File: config.mk
export PLATFORM = sky130hd
export DESIGN_NAME = gps_clock
export DESIGN_NICKNAME = d
export VERILOG_FILES = /design/src/hdl/gps_clock_pkg.sv /design/src/hdl/gps_apb_regs.sv /design/src/hdl/gps_clock.sv /design/src/hdl/loop_correction.sv /design/src/hdl/pps_sync.sv /design/src/hdl/subsecond_counter.sv /design/src/hdl/tracking_fsm.sv
export SDC_FILE = /design/constraint.sdc
export NUM_CORES = 2
export LEC_CHECK = 0
export BUFFER_PORTS_ARGS = -buffer_cell sky130_fd_sc_hd__buf_2
export CORE_MARGIN = 1.5
export CORE_UTILIZATION = 40
export CTS_CLUSTER_SIZE = 25
export DETAILED_ROUTE_END_ITERATION = 6
export HOLD_SLACK_MARGIN = 0.03
export PLACE_DENSITY = 0.62
export SYNTH_ARGS = -nofsm -noshare
export SYNTH_HDL_FRONTEND = slang
export SYNTH_HIERARCHICAL = 1
export SYNTH_SLANG_ARGS = --single-unit
export TNS_END_PERCENT = 100
File: constraint.sdc
create_clock -name i_clk -period 11.4 [get_ports i_clk]
set_input_delay 0.57 -clock i_clk [delete_from_list [all_inputs] [get_ports i_clk]]
set_output_delay 0.57 -clock i_clk [all_outputs]
set_load 0.02 [all_outputs]
File: src/hdl/gps_clock_pkg.sv
package gps_clock_pkg;

	// counter and step width, and the width of the configuration bus
	localparam int RW = 64;
	localparam int DW = 32;

	typedef logic [RW-1:0] count_t;
	typedef logic signed [DW-1:0] coef_t;

	// byte addresses of the APB register map
	localparam logic [3:0] ADDR_STATUS = 4'h0;
	localparam logic [3:0] ADDR_BETA = 4'h4;
	localparam logic [3:0] ADDR_GAMMA = 4'h8;
	localparam logic [3:0] ADDR_STEP = 4'hc;

	// the default-step word is read back as written, but the loop
	// decodes it as a right shift applied to a 28-bit mantissa
	typedef union packed {
		logic [DW-1:0] raw;
		struct packed {
			logic [3:0] shift;
			logic [27:0] mantissa;
		} fields;
	} step_word_u;

	typedef struct packed {
		coef_t beta;
		coef_t gamma;
		step_word_u step;
	} loop_cfg_t;

	typedef struct packed {
		logic tick;
		logic lost;
		logic no_pulse;
	} pps_event_t;

	typedef struct packed {
		logic count_valid;
		count_t count_corr;
		coef_t step_corr;
	} correction_t;

	// mantissa sits 20 bits up in a 64-bit field, then moves down by the shift
	function automatic count_t expand_step(step_word_u w);
		count_t wide;
		wide = {16'h0000, w.fields.mantissa, 20'h00000};
		return wide >> w.fields.shift;
	endfunction

endpackage

File: src/hdl/gps_apb_regs.sv
module gps_apb_regs #(
	parameter gps_clock_pkg::step_word_u DEFAULT_STEP = 32'had37_1cd9
) (
	input logic i_clk,
	input logic i_rst,
	input logic i_psel,
	input logic i_penable,
	input logic i_pwrite,
	input logic [3:0] i_paddr,
	input logic [gps_clock_pkg::DW-1:0] i_pwdata,
	input logic i_lost,
	output logic [gps_clock_pkg::DW-1:0] o_prdata,
	output logic o_pready,
	output gps_clock_pkg::loop_cfg_t o_cfg,
	output logic o_cfg_change
);
	import gps_clock_pkg::*;

	// loop gains that give a slow, well damped pull-in
	localparam coef_t BETA_RESET = 32'h14bd_a12f;
	localparam coef_t GAMMA_RESET = 32'h1f53_3ae8;

	logic wr_en;
	logic [7:0] lost_cnt;

	// zero wait states, so the access cycle is always the last one
	assign o_pready = 1'b1;
	assign wr_en = i_psel & i_penable & i_pwrite;

	always_ff @(posedge i_clk)
	begin
		if (i_rst)
		begin
			o_cfg.beta <= BETA_RESET;
			o_cfg.gamma <= GAMMA_RESET;
			o_cfg.step <= DEFAULT_STEP;
			o_cfg_change <= 1'b0;
		end
		else
		begin
			// the status word is not loop configuration and does not reopen the loop
			o_cfg_change <= wr_en && (i_paddr == ADDR_BETA || i_paddr == ADDR_GAMMA
				|| i_paddr == ADDR_STEP);
			if (wr_en)
			begin
				case (i_paddr)
					ADDR_BETA: o_cfg.beta <= coef_t'(i_pwdata);
					ADDR_GAMMA: o_cfg.gamma <= coef_t'(i_pwdata);
					ADDR_STEP: o_cfg.step.raw <= i_pwdata;
					default: ;
				endcase
			end
		end
	end

	// rejected GPS edges, saturating so a noisy input never wraps to zero
	always_ff @(posedge i_clk)
	begin
		if (i_rst)
			lost_cnt <= 8'h00;
		else if (wr_en && i_paddr == ADDR_STATUS)
			lost_cnt <= 8'h00;
		else if (i_lost && lost_cnt != 8'hff)
			lost_cnt <= lost_cnt + 8'h01;
	end

	always_comb
	begin
		o_prdata = '0;
		if (i_psel && i_penable)
		begin
			case (i_paddr)
				ADDR_STATUS: o_prdata = {lost_cnt, 24'h000000};
				ADDR_BETA: o_prdata = o_cfg.beta;
				ADDR_GAMMA: o_prdata = o_cfg.gamma;
				ADDR_STEP: o_prdata = o_cfg.step.raw;
				default: o_prdata = '0;
			endcase
		end
	end

endmodule

File: src/hdl/gps_clock.sv
module gps_clock #(
	parameter gps_clock_pkg::step_word_u DEFAULT_STEP = 32'had37_1cd9,
	parameter int VALID_TICKS = 7
) (
	input logic i_clk,
	input logic i_rst,
	input logic i_psel,
	input logic i_penable,
	input logic i_pwrite,
	input logic [3:0] i_paddr,
	input logic [gps_clock_pkg::DW-1:0] i_pwdata,
	output logic [gps_clock_pkg::DW-1:0] o_prdata,
	output logic o_pready,
	input logic i_pps,
	output logic o_pps,
	output gps_clock_pkg::count_t o_count,
	output gps_clock_pkg::count_t o_step,
	output gps_clock_pkg::count_t o_err,
	output logic o_tracking
);
	import gps_clock_pkg::*;

	loop_cfg_t cfg;
	logic cfg_change;
	pps_event_t pps_event;
	correction_t corr;

	// configuration registers and the lost-tick count
	gps_apb_regs #(
		.DEFAULT_STEP(DEFAULT_STEP)
	) u_regs (
		.i_clk(i_clk),
		.i_rst(i_rst),
		.i_psel(i_psel),
		.i_penable(i_penable),
		.i_pwrite(i_pwrite),
		.i_paddr(i_paddr),
		.i_pwdata(i_pwdata),
		.i_lost(pps_event.lost),
		.o_prdata(o_prdata),
		.o_pready(o_pready),
		.o_cfg(cfg),
		.o_cfg_change(cfg_change)
	);

	// timers follow the live step so they track the schooled clock rate
	pps_sync u_sync (
		.i_clk(i_clk),
		.i_rst(i_rst),
		.i_pps(i_pps),
		.i_step(o_step),
		.o_event(pps_event)
	);

	tracking_fsm #(
		.VALID_TICKS(VALID_TICKS)
	) u_fsm (
		.i_clk(i_clk),
		.i_rst(i_rst),
		.i_event(pps_event),
		.i_cfg_change(cfg_change),
		.o_tracking(o_tracking)
	);

	loop_correction u_loop (
		.i_clk(i_clk),
		.i_rst(i_rst),
		.i_event(pps_event),
		.i_tracking(o_tracking),
		.i_cfg(cfg),
		.i_cfg_change(cfg_change),
		.i_count(o_count),
		.o_err(o_err),
		.o_step(o_step),
		.o_corr(corr)
	);

	subsecond_counter u_counter (
		.i_clk(i_clk),
		.i_rst(i_rst),
		.i_step(o_step),
		.i_corr(corr),
		.o_count(o_count),
		.o_pps(o_pps)
	);

endmodule

File: src/hdl/loop_correction.sv
module loop_correction (
	input logic i_clk,
	input logic i_rst,
	input gps_clock_pkg::pps_event_t i_event,
	input logic i_tracking,
	input gps_clock_pkg::loop_cfg_t i_cfg,
	input logic i_cfg_change,
	input gps_clock_pkg::count_t i_count,
	output gps_clock_pkg::count_t o_err,
	output gps_clock_pkg::count_t o_step,
	output gps_clock_pkg::correction_t o_corr
);
	import gps_clock_pkg::*;

	logic err_tick;
	logic gamma_tick;
	logic count_valid;
	coef_t err_hi;
	coef_t mpy_coef;
	logic signed [RW-1:0] product;
	count_t beta_prod;
	count_t count_corr;
	coef_t step_corr;

	//////////////////////////////////////////////////////////////////////
	// the GPS tick marks the true top of the second, so the count it
	// finds is how far ahead we are and its negation is the error
	always_ff @(posedge i_clk)
	begin
		if (i_rst)
			o_err <= '0;
		else if (i_event.tick)
			o_err <= -i_count;
	end

	// pipeline strobes, error valid then beta product then gamma product
	always_ff @(posedge i_clk)
	begin
		if (i_rst)
		begin
			err_tick <= 1'b0;
			gamma_tick <= 1'b0;
			count_valid <= 1'b0;
		end
		else
		begin
			err_tick <= i_event.tick;
			gamma_tick <= err_tick;
			// open loop runs free, so no phase jump is applied
			count_valid <= gamma_tick & i_tracking;
		end
	end

	//////////////////////////////////////////////////////////////////////
	// one multiplier shared over two cycles, beta first and gamma second
	assign err_hi = coef_t'(o_err[RW-1:DW]);
	assign mpy_coef = err_tick ? i_cfg.beta : i_cfg.gamma;
	assign product = err_hi * mpy_coef;

	always_ff @(posedge i_clk)
	begin
		if (err_tick)
			beta_prod <= product;
		if (gamma_tick)
		begin
			step_corr <= product[RW-1:DW];
			// step and phase terms are summed here so the counter adds just one word
			count_corr <= o_step + beta_prod;
		end
	end

	// the frequency correction waits for the following tick
	always_ff @(posedge i_clk)
	begin
		if (i_rst || i_cfg_change)
			o_step <= expand_step(i_cfg.step);
		else if (i_event.tick && i_tracking)
			o_step <= o_step + {{(RW-DW){step_corr[DW-1]}}, step_corr};
	end

	assign o_corr = '{count_valid: count_valid, count_corr: count_corr, step_corr: step_corr};

endmodule

File: src/hdl/pps_sync.sv
module pps_sync (
	input logic i_clk,
	input logic i_rst,
	input logic i_pps,
	input gps_clock_pkg::count_t i_step,
	output gps_clock_pkg::pps_event_t o_event
);
	import gps_clock_pkg::*;

	logic pps_meta;
	logic pps_sync_q;
	logic pps_last;
	logic rise;
	logic accept;
	logic db_carry;
	logic [DW-1:0] db_timer;
	logic [DW:0] absent_timer;
	logic tick_q;
	logic lost_q;
	logic no_pulse_q;

	//////////////////////////////////////////////////////////////////////
	// two flops bring the asynchronous GPS pulse into the clock domain,
	// a third holds the previous sample for the edge compare
	always_ff @(posedge i_clk)
	begin
		pps_meta <= i_pps;
		pps_sync_q <= pps_meta;
		pps_last <= pps_sync_q;
	end

	assign rise = pps_sync_q & ~pps_last;
	// an edge only counts once the debounce window has closed
	assign accept = rise & db_carry;

	//////////////////////////////////////////////////////////////////////
	// debounce window of about a quarter of the local second
	// the timer steps by the top bits of the step, rounded up by one so
	// the window always ends a little early rather than late
	always_ff @(posedge i_clk)
	begin
		if (i_rst)
		begin
			db_carry <= 1'b1;
			db_timer <= '1;
		end
		else if (accept)
		begin
			db_carry <= 1'b0;
			db_timer <= '0;
		end
		else if (!db_carry)
			{db_carry, db_timer} <= {1'b0, db_timer} + {1'b0, i_step[RW-3:RW-DW-2]} + 1'b1;
	end

	always_ff @(posedge i_clk)
	begin
		if (i_rst)
		begin
			tick_q <= 1'b0;
			lost_q <= 1'b0;
		end
		else
		begin
			tick_q <= accept;
			lost_q <= rise & ~db_carry;
		end
	end

	//////////////////////////////////////////////////////////////////////
	// absence timer, about two local seconds until the top nibble is full
	// it starts full so that the loop begins in the no-GPS condition
	always_ff @(posedge i_clk)
	begin
		if (i_rst)
		begin
			absent_timer <= '1;
			no_pulse_q <= 1'b1;
		end
		else if (accept)
		begin
			absent_timer <= '0;
			no_pulse_q <= 1'b0;
		end
		else if (&absent_timer[DW:DW-3])
			no_pulse_q <= 1'b1;
		else
			absent_timer <= absent_timer + {1'b0, i_step[RW-1:DW]};
	end

	assign o_event = '{tick: tick_q, lost: lost_q, no_pulse: no_pulse_q};

endmodule

File: src/hdl/subsecond_counter.sv
module subsecond_counter (
	input logic i_clk,
	input logic i_rst,
	input gps_clock_pkg::count_t i_step,
	input gps_clock_pkg::correction_t i_corr,
	output gps_clock_pkg::count_t o_count,
	output logic o_pps
);
	import gps_clock_pkg::*;

	count_t addend;
	logic [RW:0] sum;
	logic backward;

	// the correction already contains the step, so it replaces it for one cycle
	assign addend = i_corr.count_valid ? i_corr.count_corr : i_step;
	assign sum = {1'b0, o_count} + {1'b0, addend};

	// a correction with its top bit set is really a step backwards
	// Its carry is only the wrap of a subtraction and is not a second boundary
	assign backward = i_corr.count_valid & i_corr.count_corr[RW-1];

	always_ff @(posedge i_clk)
	begin
		if (i_rst)
		begin
			o_count <= '0;
			o_pps <= 1'b0;
		end
		else
		begin
			o_count <= sum[RW-1:0];
			// the counter wrapping through zero marks the top of the local second
			o_pps <= sum[RW] & ~backward;
		end
	end

endmodule

File: src/hdl/tracking_fsm.sv
module tracking_fsm #(
	parameter int VALID_TICKS = 7
) (
	input logic i_clk,
	input logic i_rst,
	input gps_clock_pkg::pps_event_t i_event,
	input logic i_cfg_change,
	output logic o_tracking
);

	localparam int CW = $clog2(VALID_TICKS + 1);

	typedef enum logic {
		ACQUIRE,
		TRACK
	} state_t;

	state_t state;
	logic [CW-1:0] valid_cnt;

	// the loop closes on the tick after VALID_TICKS good ones in a row
	// losing GPS or touching the configuration opens it and starts the count over
	always_ff @(posedge i_clk)
	begin
		if (i_rst || i_cfg_change)
		begin
			state <= ACQUIRE;
			valid_cnt <= '0;
		end
		else if (i_event.tick && state == ACQUIRE)
		begin
			if (valid_cnt == CW'(VALID_TICKS))
				state <= TRACK;
			else
				valid_cnt <= valid_cnt + 1'b1;
		end
		else if (i_event.no_pulse)
		begin
			state <= ACQUIRE;
			valid_cnt <= '0;
		end
	end

	assign o_tracking = (state == TRACK);

endmodule

==> reports/metrics.csv <==
metric,value,unit
clock.fmax,0.102,GHz
crit_end_category,flip-flop,
nNetsFinal,9509,
clock-skew-final,0.0373,ns
syn-num-nets,9510,
post-synth-top-area-cell,sky130_fd_sc_hd__fa_1,
port_buffers,267,
critical_path_arrival,10.18,ns
worstSetupStartpointType,flip-flop,
crit_path_start,u_loop/err_tick,
slew_limit_headroom,11.3,%
cp_max_fo,48,
max-vdd-ir-drop,0.325,mV
grt_max_degree,169,
ys_warn_count,6,
cts_hold_buf,1,
vias,57900,
average_wire_per_cell_in_the_routed_design,23.5,um
layout-drive-gt1-share,8.39,%
area_delta_synth_final,7.70,%
detailedRoute.firstIterationViolations,4680,
antenna_left,0,
worst_path_max_delay_cell,sky130_fd_sc_hd__dfxtp_4,
initial_core_util,40.2,%
asyncSetResetFlopFracSynth,0,%
setup.worst_path.class,reg2reg,
finalCritPeriodShare,85.6,%
final_critical_path_setup_slack,1.64,ns
groute.usage.overall,26.1,%
violations,design-rule violations,
finalPower,21.6,mW
cts-buffers-inserted,66,
postLayoutCellArea,78300,um^2
outcome,finished with violations,
cts_root_buf,sky130_fd_sc_hd__clkbuf_16,
max_cap_viol_count,0,
synth.top_cells.by_count,"sky130_fd_sc_hd__fa_1, sky130_fd_sc_hd__inv_1, sky130_fd_sc_hd__nand2_1, sky130_fd_sc_hd__a21oi_1, sky130_fd_sc_hd__and2_1",
core-area,181000,um^2
cell_count_after_synthesis,7938,
yosysUniqueCellTypes,126,
post_drt_via_cell_ratio,5.58,
synth-seq-cells,537,
cts.sink_count,537,
fin_setup_tns,0,ns
post_cts_resize_count,0,
reg2reg_from,u_loop/err_tick,
final-hold-violation-count,0,
cp_cell_sequence,mux2i_4 -> buf_4 -> nor2b_1 -> fa_1 -> inv_1 -> fa_1 -> fa_1 -> fa_1 -> inv_1 -> fa_1 -> fa_1 -> fa_1 -> fa_1 -> ha_1 -> nand2_1 -> o21ai_0 -> o21ai_0 -> a21oi_1 -> a21oi_1 -> o21ai_0 -> nand2_1 -> o31ai_1 -> a21oi_1 -> xnor2_1,
grt_antenna_before_repair,24,
yosys.area.top_type_share,29.9,%
cts_tree,done,
non_filler_cells_final,10400,
synthesis.area,72700,um^2
post-cts-setup-buffer-count,0,
cts-root-to-sink-buffers,3,
worstPathRequired,11.82,ns
fp-row-count,156,
most_frequent_cell_after_synthesis,sky130_fd_sc_hd__fa_1,
unrepaired_setup_endpoints_after_global_routing,no,
synth_enable_flop_cells,224,
path_clk_slew,0.08,ns
full_die_area,184000,um^2
power_leakage,35.6,nW
biggest_area_contributors_in_the_synthesized_netlist,"sky130_fd_sc_hd__fa_1, sky130_fd_sc_hd__edfxtp_1, sky130_fd_sc_hd__dfxtp_1, sky130_fd_sc_hd__ha_1, sky130_fd_sc_hd__inv_1",
finalCriticalPeriod,9.76,ns
critical_path.most_common_cell,sky130_fd_sc_hd__fa_1,
place.detailed.hpwl,192000,um
timing.critical_path.slowest_cell_delay,0.90,ns
worstSkewPairLatency,0.67,ns
grt.overflow.total,0,
ctsHtreeMaxLevel,3,
wirelength,243000,um
placement.cell_area,76100,um^2
worstMarginPinSlew,1.32,ns
wire_length_of_the_first_global_routing_pass,367000,um
gp_routability_congestion,0.947,
timing.hold.worst.start,i_pwdata[25],
predominant_post_synthesis_flop_cell,sky130_fd_sc_hd__dfxtp_1,
ys_seq_area_share,17.9,%
post-place-ws,1.73,ns
numPlacedInstances,10200,
hold_path_class,in2reg,
grt_pass1_vias,58800,
finalMaxSlewViolations,0,
drcViolationCount,6,
mean_area_per_synthesized_cell,9.16,um^2
fin_hold_ws,0.170,ns
setup_viol,0,
io-pin-count,269,
final_util,43.3,%
power_per_cell_area,276,nW/um^2
die_h,429,um
drt-pass1-iter-count,6,
die_x,429,um
[where the power goes]
group,switching [mW],total [mW],internal (mW)
logic,9.67,15.6,5.94
clock network,0.941,2.19,1.25
registers,0.720,3.80,3.08
total,11.3,21.6,10.3
[final timing paths]
path                           to  slack [ns]  cells past startpoint
max          u_loop/beta_prod[44]        1.64                     24
min              u_regs/o_cfg[25]        0.17                      3
max reg2reg  u_loop/beta_prod[44]        1.64                     24
min reg2reg     u_sync/pps_sync_q        0.34                      0
[kinds of logic (layout without fill, tap and decap cells)]
kind of cell,Yosys count,in the layout,share of synthesized area [%]
other,1,15,0.00516
multiplexers,247,247,3.81
AND/OR/NAND/NOR,2384,2384,16.3
AO/OA/AOI/OAI,1405,1405,12.5
flip-flops,537,537,17.9
XOR/XNOR,344,344,4.14
adder cells (fa/ha/maj),1530,1530,37.5
buffers and inverters,1490,1541,7.87
[cell usage in the layout, fill, tap and decap left out, types with 17 or more instances in the layout]
cell                        synthesis  routed
sky130_fd_sc_hd__o31ai_1           17      17
sky130_fd_sc_hd__fa_1            1087    1087
sky130_fd_sc_hd__or2_2             25      25
sky130_fd_sc_hd__o22ai_1           32      32
sky130_fd_sc_hd__nand3_1          116     116
sky130_fd_sc_hd__a31oi_1           44      44
sky130_fd_sc_hd__and2_1           450     450
sky130_fd_sc_hd__o21ai_0          270     270
sky130_fd_sc_hd__inv_1           1070    1070
sky130_fd_sc_hd__o21bai_1          58      58
sky130_fd_sc_hd__mux2_2           104     104
sky130_fd_sc_hd__a21o_1           198     198
sky130_fd_sc_hd__nor4_1            19      19
sky130_fd_sc_hd__ha_1             443     443
sky130_fd_sc_hd__edfxtp_1         224     224
sky130_fd_sc_hd__dfxtp_1          313     308
sky130_fd_sc_hd__or3_1             21      21
sky130_fd_sc_hd__mux2i_1          127     123
sky130_fd_sc_hd__xor2_1           129     129
sky130_fd_sc_hd__buf_2             23     266
sky130_fd_sc_hd__nor2b_1          141     141
sky130_fd_sc_hd__a21oi_1          453     453
sky130_fd_sc_hd__and3_1            72      71
sky130_fd_sc_hd__a211o_1           44      44
sky130_fd_sc_hd__nor2_1           422     421
sky130_fd_sc_hd__o21a_1            42      42
sky130_fd_sc_hd__nand4_1           63      63
sky130_fd_sc_hd__nand2_1          807     806
sky130_fd_sc_hd__a222oi_1          32      32
sky130_fd_sc_hd__o211ai_1          31      31
sky130_fd_sc_hd__xnor2_1          215     215
sky130_fd_sc_hd__nor3_1            83      83
sky130_fd_sc_hd__a211oi_1          33      33
sky130_fd_sc_hd__nand2b_1          73      73
sky130_fd_sc_hd__buf_4              9      82
sky130_fd_sc_hd__clkbuf_16          0      68
[per-layer routing]
layer  wire (um)  global-route usage, %  vias up
li1            -                      -    26100
met1      103000                   34.7    29400
met3       14700                   3.26      353
met4       10000                   10.1       14
met2      116000                   43.3     2045
met5          89                      0        -
[critical path: cells and delay by family (launching register included)]
kind	cells	cell delay [ns]
xor+xnor	1	0.33
compound gates	7	2.16
simple gates	3	0.39
mux	1	0.71
flops	1	0.90
buf+inv	3	0.51
fa+ha+maj	9	4.45
[flip-flops by register name (all words and copies together), names as in the netlist]
register and flops:
u_loop/step_corr 32, u_fsm/o_tracking 1, u_regs/o_cfg 96, u_sync/no_pulse_q 1, u_sync/pps_meta 1, u_sync/pps_last 1
u_regs/lost_cnt 8, u_loop/count_valid 1, u_sync/lost_q 1, u_sync/db_timer 32, u_counter/o_count 64, u_loop/gamma_tick 1
u_loop/err_tick 1, u_sync/tick_q 1, u_counter/o_pps 1, u_sync/absent_timer 33, u_loop/beta_prod 64, u_fsm/valid_cnt 3
u_sync/db_carry 1, u_regs/o_cfg_change 1, u_loop/o_err 64, u_loop/count_corr 64, u_sync/pps_sync_q 1, u_loop/o_step 64
[layout make-up]
type	count	area, um^2
fill	17700	102000
clock inverter	25	278
multi-input combinational	5911	54100
timing repair buffer	351	1990
clock buffer	95	1940
inverter	1070	4020
tap	2370	2970
sequential	537	13000
antenna	14	35.0
No activity file was read; power rests on OpenSTA's default activity.
